File: src/surf5_cfg.svh
`ifndef SURF5_CFG_SVH
`define SURF5_CFG_SVH

// Control bus widths.
`define WBC_ADR_W 20
`define WBC_DAT_W 32
`define WBC_SEL_W 4

// Address split into region and word offset.
`define WBC_REGION_W 4
`define WBC_OFFSET_W 16

// Region codes.
`define WBC_REGION_ID 4'd0
`define WBC_REGION_MON 4'd1

// ID/control block offsets.
`define ID_OFS_VERSION 16'd0
`define ID_OFS_CONTROL 16'd1
`define ID_OFS_SCRATCH 16'd2

// Transaction monitor offsets.
`define MON_OFS_DATA 16'd0
`define MON_OFS_INFO 16'd1

// Firmware version fields, packed MSB first.
`define SURF5_BOARDREV 4'h1
`define SURF5_MONTH 4'd6
`define SURF5_DAY 8'd10
`define SURF5_MAJOR 4'd0
`define SURF5_MINOR 4'd2
`define SURF5_REVISION 8'd7

// sys_clk cycles per SST period.
`define SST_PHASES 4

`endif

File: src/surf5_pkg.sv
`include "surf5_cfg.svh"

package surf5_pkg;

	// One control bus address, seen two ways.
	// The raw view is what the monitor records.
	// The field view is what the cycle FSM decodes.
	typedef union packed {
		logic [`WBC_ADR_W-1:0] raw;
		struct packed {
			// Upper bits pick the slave region.
			logic [`WBC_REGION_W-1:0] region;
			// Word offset inside the region.
			logic [`WBC_OFFSET_W-1:0] offset;
		} f;
	} wbc_adr_u;

endpackage

File: src/wbc_cycle_fsm.sv
`timescale 1ns/100ps
`include "surf5_cfg.svh"

module wbc_cycle_fsm (
	input  logic                     sys_clk,
	input  logic                     rst_i,
	input  logic                     wb_cyc_i,
	input  logic                     wb_stb_i,
	input  logic                     wb_we_i,
	input  surf5_pkg::wbc_adr_u      wb_adr_i,
	input  logic [`WBC_DAT_W-1:0]    wb_dat_i,
	input  logic [`WBC_SEL_W-1:0]    wb_sel_i,
	output logic                     wb_ack_o,
	output logic                     wb_err_o,
	output logic [`WBC_DAT_W-1:0]    wb_dat_o,
	output logic                     id_stb_o,
	output logic                     mon_stb_o,
	output logic [`WBC_OFFSET_W-1:0] offset_o,
	output logic                     we_o,
	output logic [`WBC_DAT_W-1:0]    wdat_o,
	output logic [`WBC_SEL_W-1:0]    sel_o,
	input  logic [`WBC_DAT_W-1:0]    id_rdat_i,
	input  logic [`WBC_DAT_W-1:0]    mon_rdat_i,
	output logic                     done_o,
	output surf5_pkg::wbc_adr_u      done_adr_o,
	output logic                     done_we_o,
	output logic                     done_err_o,
	output logic [`WBC_DAT_W-1:0]    done_wdat_o,
	output logic [`WBC_DAT_W-1:0]    done_rdat_o
);
	import surf5_pkg::*;

	localparam logic [1:0] ST_IDLE = 2'd0;
	localparam logic [1:0] ST_ACCESS = 2'd1;
	localparam logic [1:0] ST_REPLY = 2'd2;

	logic [1:0] state_q;
	wbc_adr_u adr_q;
	logic we_q;
	logic [`WBC_DAT_W-1:0] wdat_q;
	logic [`WBC_SEL_W-1:0] sel_q;
	logic hit_id;
	logic hit_mon;
	logic [`WBC_DAT_W-1:0] rdat_mux;

	// Region decode on the latched address.
	assign hit_id = (adr_q.f.region == `WBC_REGION_ID);
	assign hit_mon = (adr_q.f.region == `WBC_REGION_MON);

	// Read data select, unmapped regions give zero.
	always_comb begin
		rdat_mux = '0;
		if (hit_id)
			rdat_mux = id_rdat_i;
		else if (hit_mon)
			rdat_mux = mon_rdat_i;
	end

	// Control path.
	// REPLY spans two cycles: one to raise ack or err, one to drop it.
	always_ff @(posedge sys_clk) begin
		if (rst_i) begin
			state_q <= ST_IDLE;
			wb_ack_o <= 1'b0;
			wb_err_o <= 1'b0;
		end else begin
			case (state_q)
				ST_IDLE: begin
					if (wb_cyc_i && wb_stb_i)
						state_q <= ST_ACCESS;
				end
				ST_ACCESS: begin
					state_q <= ST_REPLY;
				end
				ST_REPLY: begin
					if (wb_ack_o || wb_err_o) begin
						wb_ack_o <= 1'b0;
						wb_err_o <= 1'b0;
						state_q <= ST_IDLE;
					end else begin
						wb_ack_o <= hit_id || hit_mon;
						wb_err_o <= !(hit_id || hit_mon);
					end
				end
				default: state_q <= ST_IDLE;
			endcase
		end
	end

	// Request is latched while idle; read data at the end of ACCESS.
	always_ff @(posedge sys_clk) begin
		if (state_q == ST_IDLE) begin
			adr_q <= wb_adr_i;
			we_q <= wb_we_i;
			wdat_q <= wb_dat_i;
			sel_q <= wb_sel_i;
		end
		if (state_q == ST_ACCESS)
			wb_dat_o <= rdat_mux;
	end

	// Slave side.
	assign id_stb_o = (state_q == ST_ACCESS) && hit_id;
	assign mon_stb_o = (state_q == ST_ACCESS) && hit_mon;
	assign offset_o = adr_q.f.offset;
	assign we_o = we_q;
	assign wdat_o = wdat_q;
	assign sel_o = sel_q;

	// Completion record for the monitor, one pulse per transfer.
	assign done_o = wb_ack_o || wb_err_o;
	assign done_adr_o = adr_q;
	assign done_we_o = we_q;
	assign done_err_o = wb_err_o;
	assign done_wdat_o = wdat_q;
	assign done_rdat_o = wb_dat_o;

	// Exactly one termination kind per transfer.
	a_ack_err_excl: assert property (@(posedge sys_clk) disable iff (rst_i)
		!(wb_ack_o && wb_err_o));

	// Ack is a single-cycle pulse.
	a_ack_single: assert property (@(posedge sys_clk) disable iff (rst_i)
		wb_ack_o |=> !wb_ack_o);

endmodule

File: src/sst_phase_timer.sv
`timescale 1ns/100ps
`include "surf5_cfg.svh"

module sst_phase_timer (
	input  logic sys_clk,
	input  logic rst_i,
	output logic sst_flag_o,
	output logic sst_copy_o,
	output logic sync_o
);

	localparam int CNT_W = $clog2(`SST_PHASES);

	logic [CNT_W-1:0] phase_q;
	logic [1:0] flag_dly_q;

	// Free-running phase count, 0 first after reset.
	always_ff @(posedge sys_clk) begin
		if (rst_i)
			phase_q <= '0;
		else if (phase_q == CNT_W'(`SST_PHASES - 1))
			phase_q <= '0;
		else
			phase_q <= phase_q + 1'b1;
	end

	// First clock of the four in an SST period.
	assign sst_flag_o = (phase_q == '0);

	// Copy pulse set after the flag, cleared by the flag two cycles late.
	// Sync phase toggles once per period.
	always_ff @(posedge sys_clk) begin
		if (rst_i) begin
			flag_dly_q <= 2'b00;
			sst_copy_o <= 1'b0;
			sync_o <= 1'b0;
		end else begin
			flag_dly_q <= {flag_dly_q[0], sst_flag_o};
			if (sst_flag_o)
				sst_copy_o <= 1'b1;
			else if (flag_dly_q[1])
				sst_copy_o <= 1'b0;
			if (sst_flag_o)
				sync_o <= !sync_o;
		end
	end

	// Flag recurs exactly once per SST period.
	a_flag_period: assert property (@(posedge sys_clk) disable iff (rst_i)
		sst_flag_o |=> !sst_flag_o [*(`SST_PHASES - 1)] ##1 sst_flag_o);

endmodule

File: src/surf5_id_ctrl.sv
`timescale 1ns/100ps
`include "surf5_cfg.svh"

module surf5_id_ctrl (
	input  logic                     sys_clk,
	input  logic                     rst_i,
	input  logic                     stb_i,
	input  logic                     we_i,
	input  logic [`WBC_OFFSET_W-1:0] offset_i,
	input  logic [`WBC_DAT_W-1:0]    wdat_i,
	input  logic [`WBC_SEL_W-1:0]    sel_i,
	output logic [`WBC_DAT_W-1:0]    rdat_o,
	output logic                     clk_sel_o,
	output logic                     local_osc_en_o,
	output logic [3:0]               led_o,
	input  logic                     sst_flag_i
);

	// Read-only firmware version.
	localparam logic [31:0] VERSION = {`SURF5_BOARDREV, `SURF5_MONTH, `SURF5_DAY,
		`SURF5_MAJOR, `SURF5_MINOR, `SURF5_REVISION};

	logic clk_sel_q;
	logic osc_dis_q;
	logic [3:0] led_q;
	logic [`WBC_DAT_W-1:0] scratch_q;
	logic wr_ctrl;
	logic wr_scratch;

	assign wr_ctrl = stb_i && we_i && (offset_i == `ID_OFS_CONTROL);
	assign wr_scratch = stb_i && we_i && (offset_i == `ID_OFS_SCRATCH);

	// Control register, byte lane 0 only.
	always_ff @(posedge sys_clk) begin
		if (rst_i) begin
			clk_sel_q <= 1'b0;
			osc_dis_q <= 1'b0;
			led_q <= 4'h0;
		end else if (wr_ctrl && sel_i[0]) begin
			clk_sel_q <= wdat_i[0];
			osc_dis_q <= wdat_i[1];
			led_q <= wdat_i[7:4];
		end
	end

	// Scratch register, each lane on its own select.
	always_ff @(posedge sys_clk) begin
		if (rst_i) begin
			scratch_q <= '0;
		end else if (wr_scratch) begin
			for (int b = 0; b < `WBC_SEL_W; b++) begin
				if (sel_i[b])
					scratch_q[8*b +: 8] <= wdat_i[8*b +: 8];
			end
		end
	end

	// Readback, unused offsets and control bits read zero.
	always_comb begin
		rdat_o = '0;
		case (offset_i)
			`ID_OFS_VERSION: rdat_o = VERSION;
			`ID_OFS_CONTROL: rdat_o = {24'h0, led_q, 2'b00, osc_dis_q, clk_sel_q};
			`ID_OFS_SCRATCH: rdat_o = scratch_q;
			default: rdat_o = '0;
		endcase
	end

	assign clk_sel_o = clk_sel_q;
	// Oscillator enable is active high, register bit is a disable.
	assign local_osc_en_o = !osc_dis_q;
	// LEDs go dark on the flag cycle as an SST heartbeat.
	assign led_o = sst_flag_i ? 4'h0 : led_q;

endmodule

File: src/wbc_bus_monitor.sv
`timescale 1ns/100ps
`include "surf5_cfg.svh"

module wbc_bus_monitor (
	input  logic                     sys_clk,
	input  logic                     rst_i,
	input  logic                     done_i,
	input  surf5_pkg::wbc_adr_u      adr_i,
	input  logic                     we_i,
	input  logic                     err_i,
	input  logic [`WBC_DAT_W-1:0]    wdat_i,
	input  logic [`WBC_DAT_W-1:0]    rdat_i,
	input  logic [`WBC_OFFSET_W-1:0] offset_i,
	output logic [`WBC_DAT_W-1:0]    rdat_o
);

	localparam int PAD_W = `WBC_DAT_W - `WBC_ADR_W - 2;

	logic [`WBC_DAT_W-1:0] data_q;
	logic [`WBC_DAT_W-1:0] info_q;

	// Capture on completion.
	// Data word follows the direction of the transfer.
	always_ff @(posedge sys_clk) begin
		if (rst_i) begin
			data_q <= '0;
			info_q <= '0;
		end else if (done_i) begin
			data_q <= we_i ? wdat_i : rdat_i;
			// Info: err, we, then the raw address.
			info_q <= {{PAD_W{1'b0}}, err_i, we_i, adr_i.raw};
		end
	end

	// Readback.
	always_comb begin
		rdat_o = '0;
		case (offset_i)
			`MON_OFS_DATA: rdat_o = data_q;
			`MON_OFS_INFO: rdat_o = info_q;
			default: rdat_o = '0;
		endcase
	end

endmodule

File: src/surf5_ctrl_top.sv
`timescale 1ns/100ps
`include "surf5_cfg.svh"

module surf5_ctrl_top (
	input  logic                  sys_clk,
	input  logic                  rst_i,
	input  logic                  wb_cyc_i,
	input  logic                  wb_stb_i,
	input  logic                  wb_we_i,
	input  surf5_pkg::wbc_adr_u   wb_adr_i,
	input  logic [`WBC_DAT_W-1:0] wb_dat_i,
	input  logic [`WBC_SEL_W-1:0] wb_sel_i,
	output logic                  wb_ack_o,
	output logic                  wb_err_o,
	output logic [`WBC_DAT_W-1:0] wb_dat_o,
	output logic                  clk_sel_o,
	output logic                  local_osc_en_o,
	output logic [3:0]            led_o,
	output logic                  sst_copy_o,
	output logic                  sync_o
);
	import surf5_pkg::*;

	// Slave request side.
	logic id_stb;
	logic [`WBC_OFFSET_W-1:0] offset;
	logic we;
	logic [`WBC_DAT_W-1:0] wdat;
	logic [`WBC_SEL_W-1:0] sel;
	logic [`WBC_DAT_W-1:0] id_rdat;
	logic [`WBC_DAT_W-1:0] mon_rdat;
	// Completion record.
	logic done;
	wbc_adr_u done_adr;
	logic done_we;
	logic done_err;
	logic [`WBC_DAT_W-1:0] done_wdat;
	logic [`WBC_DAT_W-1:0] done_rdat;
	// First-of-four flag.
	logic sst_flag;

	wbc_cycle_fsm u_wbc_cycle_fsm (
		.sys_clk(sys_clk), .rst_i(rst_i),
		.wb_cyc_i(wb_cyc_i), .wb_stb_i(wb_stb_i), .wb_we_i(wb_we_i),
		.wb_adr_i(wb_adr_i), .wb_dat_i(wb_dat_i), .wb_sel_i(wb_sel_i),
		.wb_ack_o(wb_ack_o), .wb_err_o(wb_err_o), .wb_dat_o(wb_dat_o),
		.id_stb_o(id_stb), .mon_stb_o(), .offset_o(offset),
		.we_o(we), .wdat_o(wdat), .sel_o(sel),
		.id_rdat_i(id_rdat), .mon_rdat_i(mon_rdat),
		.done_o(done), .done_adr_o(done_adr), .done_we_o(done_we),
		.done_err_o(done_err), .done_wdat_o(done_wdat), .done_rdat_o(done_rdat));

	sst_phase_timer u_sst_phase_timer (
		.sys_clk(sys_clk), .rst_i(rst_i),
		.sst_flag_o(sst_flag), .sst_copy_o(sst_copy_o), .sync_o(sync_o));

	// Region 0.
	surf5_id_ctrl u_surf5_id_ctrl (
		.sys_clk(sys_clk), .rst_i(rst_i),
		.stb_i(id_stb), .we_i(we), .offset_i(offset), .wdat_i(wdat), .sel_i(sel),
		.rdat_o(id_rdat), .clk_sel_o(clk_sel_o), .local_osc_en_o(local_osc_en_o),
		.led_o(led_o), .sst_flag_i(sst_flag));

	// Region 1. Monitor reads need no strobe, only the offset.
	wbc_bus_monitor u_wbc_bus_monitor (
		.sys_clk(sys_clk), .rst_i(rst_i),
		.done_i(done), .adr_i(done_adr), .we_i(done_we), .err_i(done_err),
		.wdat_i(done_wdat), .rdat_i(done_rdat),
		.offset_i(offset), .rdat_o(mon_rdat));

endmodule

File: config.mk
export PLATFORM = sky130hd
export DESIGN_NAME = surf5_ctrl_top
export DESIGN_NICKNAME = d
export VERILOG_FILES = /design/src/surf5_pkg.sv /design/src/wbc_cycle_fsm.sv /design/src/sst_phase_timer.sv /design/src/surf5_id_ctrl.sv /design/src/wbc_bus_monitor.sv /design/src/surf5_ctrl_top.sv
export VERILOG_INCLUDE_DIRS = /design/src
export SDC_FILE = /design/constraint.sdc
export NUM_CORES = 1
export LEC_CHECK = 0
export BUFFER_PORTS_ARGS = -buffer_cell sky130_fd_sc_hd__buf_2
export CORE_MARGIN = 2
export CORE_UTILIZATION = 53
export CTS_CLUSTER_DIAMETER = 30
export DETAILED_ROUTE_END_ITERATION = 6
export PLACE_DENSITY_LB_ADDON = 0.05
export SETUP_SLACK_MARGIN = 0.3
export SLEW_MARGIN = 20
export SYNTH_ARGS = -nofsm -noshare
export SYNTH_HDL_FRONTEND = slang
export SYNTH_HIERARCHICAL = 1
export SYNTH_SLANG_ARGS = --single-unit
File: constraint.sdc
create_clock -name sys_clk -period 4.76 [get_ports sys_clk]
set_input_delay 0.952 -clock sys_clk [delete_from_list [all_inputs] [get_ports sys_clk]]
set_output_delay 0.952 -clock sys_clk [all_outputs]
set_load 0.005 [all_outputs]
# ---- Word-level counts from Yosys, hierarchy flattened
# Cells that the tools add are included.
dict set report word_totals {
  reg_bits 191
  input_bits 61
  out_inout_bits 42
  wordCells 65
}
dict set report op_classes {
  addsub 1
  eq_ne 8
  mux 13
  n_reduce_logical 22
}
# op count
set ops {}
lappend ops {{two-way mux 32 bit} 3}
lappend ops {{one-hot mux 32 bit (3 select lines)} 1}
lappend ops {{one-hot mux 32 bit (2 select lines)} 1}
lappend ops {{equality test 16 x 1 -> 1 bit, second input constant} 1}
lappend ops {{equality test 16 x 2 -> 1 bit, second input constant} 1}
lappend ops {{zero test 16 bit} 1}
lappend ops {{AND reduction 2 bit} 5}
lappend ops {{logical AND 1 bit} 6}
lappend ops {{one-hot mux 2 bit (3 select lines)} 1}
lappend ops {{equality test 2 bit, second input constant} 2}
lappend ops {{equality test 4 x 1 -> 1 bit, second input constant} 1}
lappend ops {{zero test 2 bit} 2}
lappend ops {{zero test 4 bit} 1}
lappend ops {{two-way mux 1 bit} 4}
lappend ops {{two-way mux 2 bit} 2}
lappend ops {{two-way mux 4 bit} 1}
lappend ops {{zero test 1 bit} 3}
lappend ops {{adder 2 x 1 -> 2 bit, second input constant} 1}
lappend ops {{equality test 2 x 1 -> 1 bit, second input constant} 1}
lappend ops {{logical OR 1 bit} 2}
lappend ops {{inequality test 2 x 1 -> 1 bit, second input constant} 1}
lappend ops {{inequality test 2 bit, second input constant} 1}
lappend ops {{nonzero test 2 bit} 1}
lappend ops {{OR reduction 2 bit} 1}

# ---- Longest topological paths before layout
# Gate-level depths: netlist (run 1).
dict set report depth {
  ltp_word 5
  ltp_mapped 8
  ltp_nobuf 7
}

# ---- Hierarchy
# Netlist (run 1), hierarchy kept.
# mod n_inst cells_per_inst area_per_inst_um2 seq_area_each_um2
set by_module_without_submodules {}
lappend by_module_without_submodules {wbc_cycle_fsm 1 265 3980.1 2752.6}
lappend by_module_without_submodules {wbc_bus_monitor 1 281 2641.3 1081.0}
lappend by_module_without_submodules {surf5_id_ctrl 1 236 2057.0 760.7}
lappend by_module_without_submodules {sst_phase_timer 1 20 231.5 120.1}

# ---- Worst setup path after synthesis (run 1)
# No wires, ideal clock.
dict set report synth_timing {
  path_type {flip-flop to flip-flop}
  start {register u_wbc_cycle_fsm.state_q[0]}
  end {register u_wbc_cycle_fsm.adr_q (netlist bit u_wbc_cycle_fsm/done_adr_o[0]) (enable)}
  setup_ns 0.473
  arrival_ns 2.754
  t_required_ns 4.287
  setup_slack_ns 1.532
  stages_incl_launch_ff 2
  path_buffers 0
  period_less_slack_ns 3.228
  cell_sequence {dfxtp_1 > nor2_1}
}
dict set report synth_between {
  elab_chain_cells 1
}
# item line
set synth_rtl {}
lappend synth_rtl {{start, declared} wbc_cycle_fsm.sv:37} ;# logic [1:0] state_q;
lappend synth_rtl {{start signal, assigned} wbc_cycle_fsm.sv:63} ;# state_q <= ST_IDLE;
lappend synth_rtl {{start signal, assigned} wbc_cycle_fsm.sv:70} ;# state_q <= ST_ACCESS;
lappend synth_rtl {{start signal, assigned} wbc_cycle_fsm.sv:73} ;# state_q <= ST_REPLY;
lappend synth_rtl {{zero test 2 bit} wbc_cycle_fsm.sv:92} ;# if (state_q == ST_IDLE) begin
lappend synth_rtl {{end signal, assigned} wbc_cycle_fsm.sv:93} ;# adr_q <= wb_adr_i;
lappend synth_rtl {{end, declared} wbc_cycle_fsm.sv:38} ;# wbc_adr_u adr_q;
# Every way passes these cells.
# A chain may end at the register's enable or synchronous reset.

# ---- Final worst setup path (run 1)
dict set report layout_timing {
  start {register u_wbc_cycle_fsm.state_q[0]}
  end {register u_surf5_id_ctrl.scratch_q[18]}
}
dict set report layout_between {
  elab_chain_cells 5
}
# item line
set layout_rtl {}
lappend layout_rtl {{equality test 2 x 1 -> 1 bit} wbc_cycle_fsm.sv:103} ;# assign id_stb_o = (state_q == ST_ACCESS) && hit_id;
lappend layout_rtl {{logical AND 1 bit} wbc_cycle_fsm.sv:103}
lappend layout_rtl {{net id_stb} surf5_ctrl_top.sv:25} ;# logic id_stb;
lappend layout_rtl {{logical AND 1 bit (2 in a row)} surf5_id_ctrl.sv:31} ;# assign wr_scratch = stb_i && we_i && (offset_i == `ID_OFS_SCRATCH);
lappend layout_rtl {{AND reduction 2 bit (no line)} -}
lappend layout_rtl {{end signal, assigned by index} surf5_id_ctrl.sv:53} ;# scratch_q[8*b +: 8] <= wdat_i[8*b +: 8];
lappend layout_rtl {{end, declared} surf5_id_ctrl.sv:26} ;# logic [`WBC_DAT_W-1:0] scratch_q;
# The timed path passes the listed nets, and every way through them passes these cells.

==> out/results.txt, run 1 <==
First-pass GRT wire length: 31500 µm
H-tree lvl count: 4
F_max: 343 MHz
Gr ovfl total: 0
Core Rows: 47
Wire length per cell: 19.2 µm
# DRC: 0
Worst Setup End Kind: register
# diodes: 0
Final Hold Violating Endpoints: 0
Core ar.: 0.0165 mm²
Register area: 0.00471 mm²
Flop-to-flop setup slack: 1.85 ns
Worst Tran Pin Value: 0.956 ns
Root Driver: clkbuf_16
I/O Buffers: 102
Clock skew: 0.00733 ns
Post-Syn Area: 0.00890 mm²
RR Endpoint: u_surf5_id_ctrl/scratch_q[18]
Max FO, Critical Path: 34
Power Dens Cells: 374 mW/mm²
Largest net degree at the start of global routing: 109
Post-CTS Hold Fix Bufs: 0
Worst-path clk slew: 0.07 ns
Worst Setup EP: u_surf5_id_ctrl/scratch_q[18]
Hold Path Class: reg -> reg
Worst path required time: 5.11 ns
CTS buffer count: 17
Die Span Y: 134 µm
Die width: 134 µm
Nets: 860
DR pass1 iterations: 5
Slew headroom: 36.3%
Post-CTS Setup Repair Bufs: 0
Leakage: 3.48 nW
Iteration-0 DRC Markers: 376
VDD IR max: 0.000287 V
Fillcell total: 1431
CTS tree: done
Share of cells above drive strength 1: 19.9%
Syn_nets: 865
Setup crit start kind: register
Io pins: 103
TNS Setup: 0 ns
Gates resized, CTS repair: 0
Count of final setup violators: 0
Via/cell ratio: 5.62
Total number of vias: 5780
Area grow syn2layout: 5.06%
Worst R2R Start: u_wbc_cycle_fsm/state_q[0]
Synthesis Warnings: 6
Worst setup startpoint: u_wbc_cycle_fsm/state_q[0]
Antenna-violating nets left: 0
Die Area: 0.0179 mm²
CTS Sinks: 191
Mean Syn Cell Area: 11.1 µm²
Crit path time final: 2.91 ns
Overall routing resource usage: 22.8%
Setup CP Type: reg -> reg
Status: complete, no violations
R2R depth: 7
RSZ-0062 raised after global routing: false
Total power: 3.50 mW
Initial antenna violation count: 0
Cells after synthesis: 801
CTS max path bufs: 2
Period utilization: 61.2%
Multi-input gate area: 0.00319 mm²
Max Cap Viol: 0
Skew-Pair Late Insertion Delay: 0.43 ns
Total Routed Length: 19800 µm
Worst Path Arrival: 3.27 ns
Final Max Tran Viols: 0
Placer congestion estimate: 0.764
Starting Density: 53.9%
Number of global-route vias before repair: 5835
Final HPWL DP: 12100 µm
placed cells by master, fill, tap and decap left out, drive strengths merged, types with 5 or more instances in the layout:
cell type and count:
nand2b 14, dfxtp 102, nor2b 8, and2 29, edfxtp 89, a211oi 32
nor2 121, inv 5, nand2 5, a21oi 33, clkbuf 22, a21o 7
mux2i 114, o21ai 32, nand3 14, nor4 8, nand4 27, buf 112
routing by layer:
layer,up-vias,global-route usage (%),share of wire [%]
li1,2747,-,-
met2,172,36.9,48
met3,19,5.82,6.1
met1,2842,30.5,45
met4,0,6.91,1.2
met5,-,0,0
stage by stage:
stage / area [µm²] / util [%] / instances / hold WS [ns] / worst slack, ns
after global routing: 9350 / 56.6 / 1028 / 0.478 / 1.71
after detailed placement: 8780 / 53.1 / 996 / 0.446 / 1.96
after global placement: 8780 / 53.1 / 996 / 0.435 / 2.16
after floorplan: 8900 / - / 801 / 0.414 / 1.53
after CTS: 9330 / 56.5 / 1027 / 0.461 / 1.90
final: 9350 / 56.6 / 1028 / 0.461 / 1.85
flip-flops by register name (all words and copies together), names as in the netlist, 2 cells and up:
name / cells
u_wbc_bus_monitor/data_q: 32
u_wbc_bus_monitor/info_q: 22
u_surf5_id_ctrl/led_q: 4
u_sst_phase_timer/phase_q: 2
u_surf5_id_ctrl/scratch_q: 32
u_wbc_cycle_fsm/done_adr_o: 20
u_wbc_cycle_fsm/state_q: 2
u_wbc_cycle_fsm/sel_o: 4
u_sst_phase_timer/flag_dly_q: 2
u_wbc_cycle_fsm/done_wdat_o: 32
u_wbc_cycle_fsm/done_rdat_o: 32
how the worst min path moves through the flow:
stage,start,endpoint,depth (start not counted)
after floorplan,u_sst_phase_timer/flag_dly_q[0],u_sst_phase_timer/flag_dly_q[1],1
after global placement,u_sst_phase_timer/flag_dly_q[0],u_sst_phase_timer/flag_dly_q[1],1
after detailed placement,u_sst_phase_timer/flag_dly_q[0],u_sst_phase_timer/flag_dly_q[1],1
after CTS,u_sst_phase_timer/flag_dly_q[0],u_sst_phase_timer/flag_dly_q[1],1
after global routing,u_sst_phase_timer/flag_dly_q[0],u_sst_phase_timer/flag_dly_q[1],1
final,u_sst_phase_timer/flag_dly_q[0],u_sst_phase_timer/flag_dly_q[1],1
worst max-delay path, stage by stage, from the launching register on:
cell and delay (ns):
dfxtp_1 0.44, nor2b_4 0.18, buf_4 0.44, nand2_1 0.11, nor2_1 0.32, and4_1 0.90, nand4_1 0.23, a21oi_1 0.20
report_power, final:
part,internal [mW],switching [mW],total (mW)
Combinational,0.112,0.153,0.265
Sequential,1.81,0.0773,1.89
Clock,0.745,0.598,1.34
Total,2.67,0.829,3.50
area by class of cell:
| type | count | share of cell area, % |
|---|---|---|
| clock buffer | 22 | 4.96 |
| multi-input combinational | 470 | 34.1 |
| sequential | 191 | 50.4 |
| inverter | 4 | 0.161 |
| clock inverter | 9 | 0.923 |
| timing repair buffer | 112 | 6.46 |
| tap | 220 | 2.94 |
Power figures use the tool's default switching activity.
==> run 2, diff against run 1 <==
Clock period 4.76 ns to 2.3 ns, I/O delays scaled along.
==> run 2 against run 1 <==
  * Worst setup slack worse by 1.5 ns
  * Register-to-register slack worse by 1.5 ns
  * Via count is 4.7% higher
  * Sequential cell count stayed put
  * Die area stayed put
  * Sequential share of layout area is 2.8 points lower
  * Maximum frequency is 46% higher
  * First-iteration DRC count is 38% higher
  * Wire length is 9.8% higher
  * Core utilization is 3.4 points higher
  * Sequential power is 110% higher
  * Highest routed layer unchanged
==> out/results.txt, run 2 (synthesized netlist as in run 1, its figures left out) <==
Setup CP Type: reg -> reg
DR pass1 iterations: 6 (+1)
VDD IR max: 0.000544 V (+90%)
Count of final setup violators: 0 (unchanged)
Initial antenna violation count: 0 (unchanged)
Min-Delay Startpoint: wb_dat_i[9]
Cell mode on critical path: buf_4
Post-CTS Hold Fix Bufs: 0 (unchanged)
F_max: 500 MHz (+46%)
Clock skew: 0.0102 ns (+0.00284 ns)
Io pins: 103 (unchanged)
H-tree lvl count: 4 (unchanged)
Leakage: 3.76 nW (+8.0%)
Nets: 902 (+4.9%)
Gr ovfl total: 0 (unchanged)
Worst Tran Pin Value: 0.638 ns (-0.317 ns)
Core Rows: 47 (unchanged)
Power Dens Cells: 760 mW/mm² (+100%)
Period utilization: 86.9% (+26 points)
Die Span Y: 134 µm (unchanged)
CTS max path bufs: 2 (unchanged)
TNS Setup: 0 ns (unchanged)
Slew headroom: 57.4% (+21 points)
Max Cap Viol: 0 (unchanged)
Core ar.: 0.0165 mm² (unchanged)
Wire length per cell: 20.3 µm (+5.4%)
Placer congestion estimate: 0.787 (+3.0%)
Worst R2R Start: u_wbc_cycle_fsm/done_adr_o[10]
Overall routing resource usage: 24.3% (+1.5 points)
Share of cells above drive strength 1: 26.0% (+6.0 points)
CTS Sinks: 191 (unchanged)
RSZ-0062 raised after global routing: true
First-pass GRT wire length: 33200 µm (+5.4%)
Starting Density: 53.9% (unchanged)
Worst Path Arrival: 2.28 ns (-0.99 ns)
Fillcell total: 1398 (-2.3%)
Die Area: 0.0179 mm² (unchanged)
Iteration-0 DRC Markers: 518 (+38%)
Setup crit start kind: register
CP max stage cell: edfxtp_1
Fin Hold WS: 0.195 ns (-0.265 ns)
# DRC: 0 (unchanged)
Commonest cells after routing, fill and taps aside: nor2_1, mux2i_1, buf_2, dfxtp_1, edfxtp_1
Worst setup startpoint: u_wbc_cycle_fsm/done_adr_o[10]
Number of global-route vias before repair: 5998 (+2.8%)
Final Max Tran Viols: 0 (unchanged)
Max FO, Critical Path: 19 (-44%)
Cells along the critical path: buf_4 -> nor4_2 -> nand4_1 -> buf_4 -> nor2_1 -> mux2i_1 -> nor2_2
CTS tree: done
CTS buffer count: 17 (unchanged)
Hold Path Class: in -> reg
Total number of vias: 6053 (+4.7%)
Skew-Pair Late Insertion Delay: 0.43 ns (about the same)
Crit path time final: 2.00 ns (-0.912 ns)
Area grow syn2layout: 11.4%
Antenna-violating nets left: 0 (unchanged)
Die width: 134 µm (unchanged)
Total Routed Length: 21700 µm (+9.8%)
# diodes: 0 (unchanged)
Via/cell ratio: 5.65 (+0.52%)
Status: complete, no violations
Largest net degree at the start of global routing: 50 (-54%)
Root Driver: clkbuf_16
Worst-path clk slew: 0.07 ns (about the same)
I/O Buffers: 102 (unchanged)
Final HPWL DP: 13400 µm (+11%)
Max incr delay on CP: 0.48 ns (-0.42 ns)
Worst Setup End Kind: register
Final Hold Violating Endpoints: 0 (unchanged)
Worst path required time: 2.58 ns (-2.53 ns)
-- run 2: cell count changes in the layout (fill, tap and decap cells not counted), moves of 4 or more --
cell | previous run | this run
and2_4 | 0 | 5
buf_12 | 1 | 7
buf_4 | 9 | 42
nand3_1 | 14 | 10
o21ai_0 | 32 | 22
nand3_2 | 0 | 4
o21ai_1 | 0 | 10
and2_1 | 29 | 24
-- run 2: report_power, final --
part	switching [mW]	internal, mW
registers	0.162	3.74
clock network	1.27	1.74
logic	0.341	0.279
total	1.78	5.76
-- run 2: worst paths after layout --
path | to | slack, ns | cells after the start
worst max-delay path | u_wbc_cycle_fsm/done_rdat_o[21] | 0.30 | 7
worst min-delay path | u_wbc_cycle_fsm/done_wdat_o[9] | 0.20 | 1
worst max register to register | u_wbc_cycle_fsm/done_rdat_o[21] | 0.30 | 7
worst min register to register | u_sst_phase_timer/flag_dly_q[1] | 0.47 | 1
-- run 2: per-layer routing --
metal / track usage, % / vias to the layer above / wire length (µm)
li1: - / 2842 / -
met1: 33.3 / 2981 / 9920
met2: 39.0 / 203 / 10300
met3: 5.29 / 27 / 1130
met4: 7.21 / 0 / 347
met5: 0 / - / 0
-- run 2: final cells by class --
type | count | area [µm²] | area share (%)
clock buffer | 22 | 454 | 4.58
clock inverter | 10 | 139 | 1.40
inverter | 4 | 15.0 | 0.151
multi-input combinational | 470 | 3280 | 33.1
sequential | 191 | 4720 | 47.6
tap | 220 | 275 | 2.78
timing repair buffer | 154 | 1030 | 10.4
-- run 2: what timing repair did --
action	in CTS	in global routing
resized for setup	5	25
buffers inserted	1	13
setup endpoints to repair	12	64
cloned	0	3
pin swaps	1	21
-- run 2: stage by stage --
step                instances  setup WS [ns]  power, mW  util (%)  cell area (µm²)
global route             1071          0.217       7.81      60.0             9920
CTS                      1055          0.299       7.56      58.7             9700
global placement         1022          0.313       4.55      54.9             9070
detailed placement       1022          0.239       4.57      54.9             9070
finish                   1071          0.301       7.54      60.0             9920
floorplan                 801          0.282       4.44         -             8940
-- run 2: worst max-delay path: cells and delay by family (launching register included) --
kind                   cells  cell delay [ns]
buffers and inverters      2             0.50
flip-flops                 1             0.48
multiplexers               1             0.11
AND/OR/NAND/NOR            4             0.76
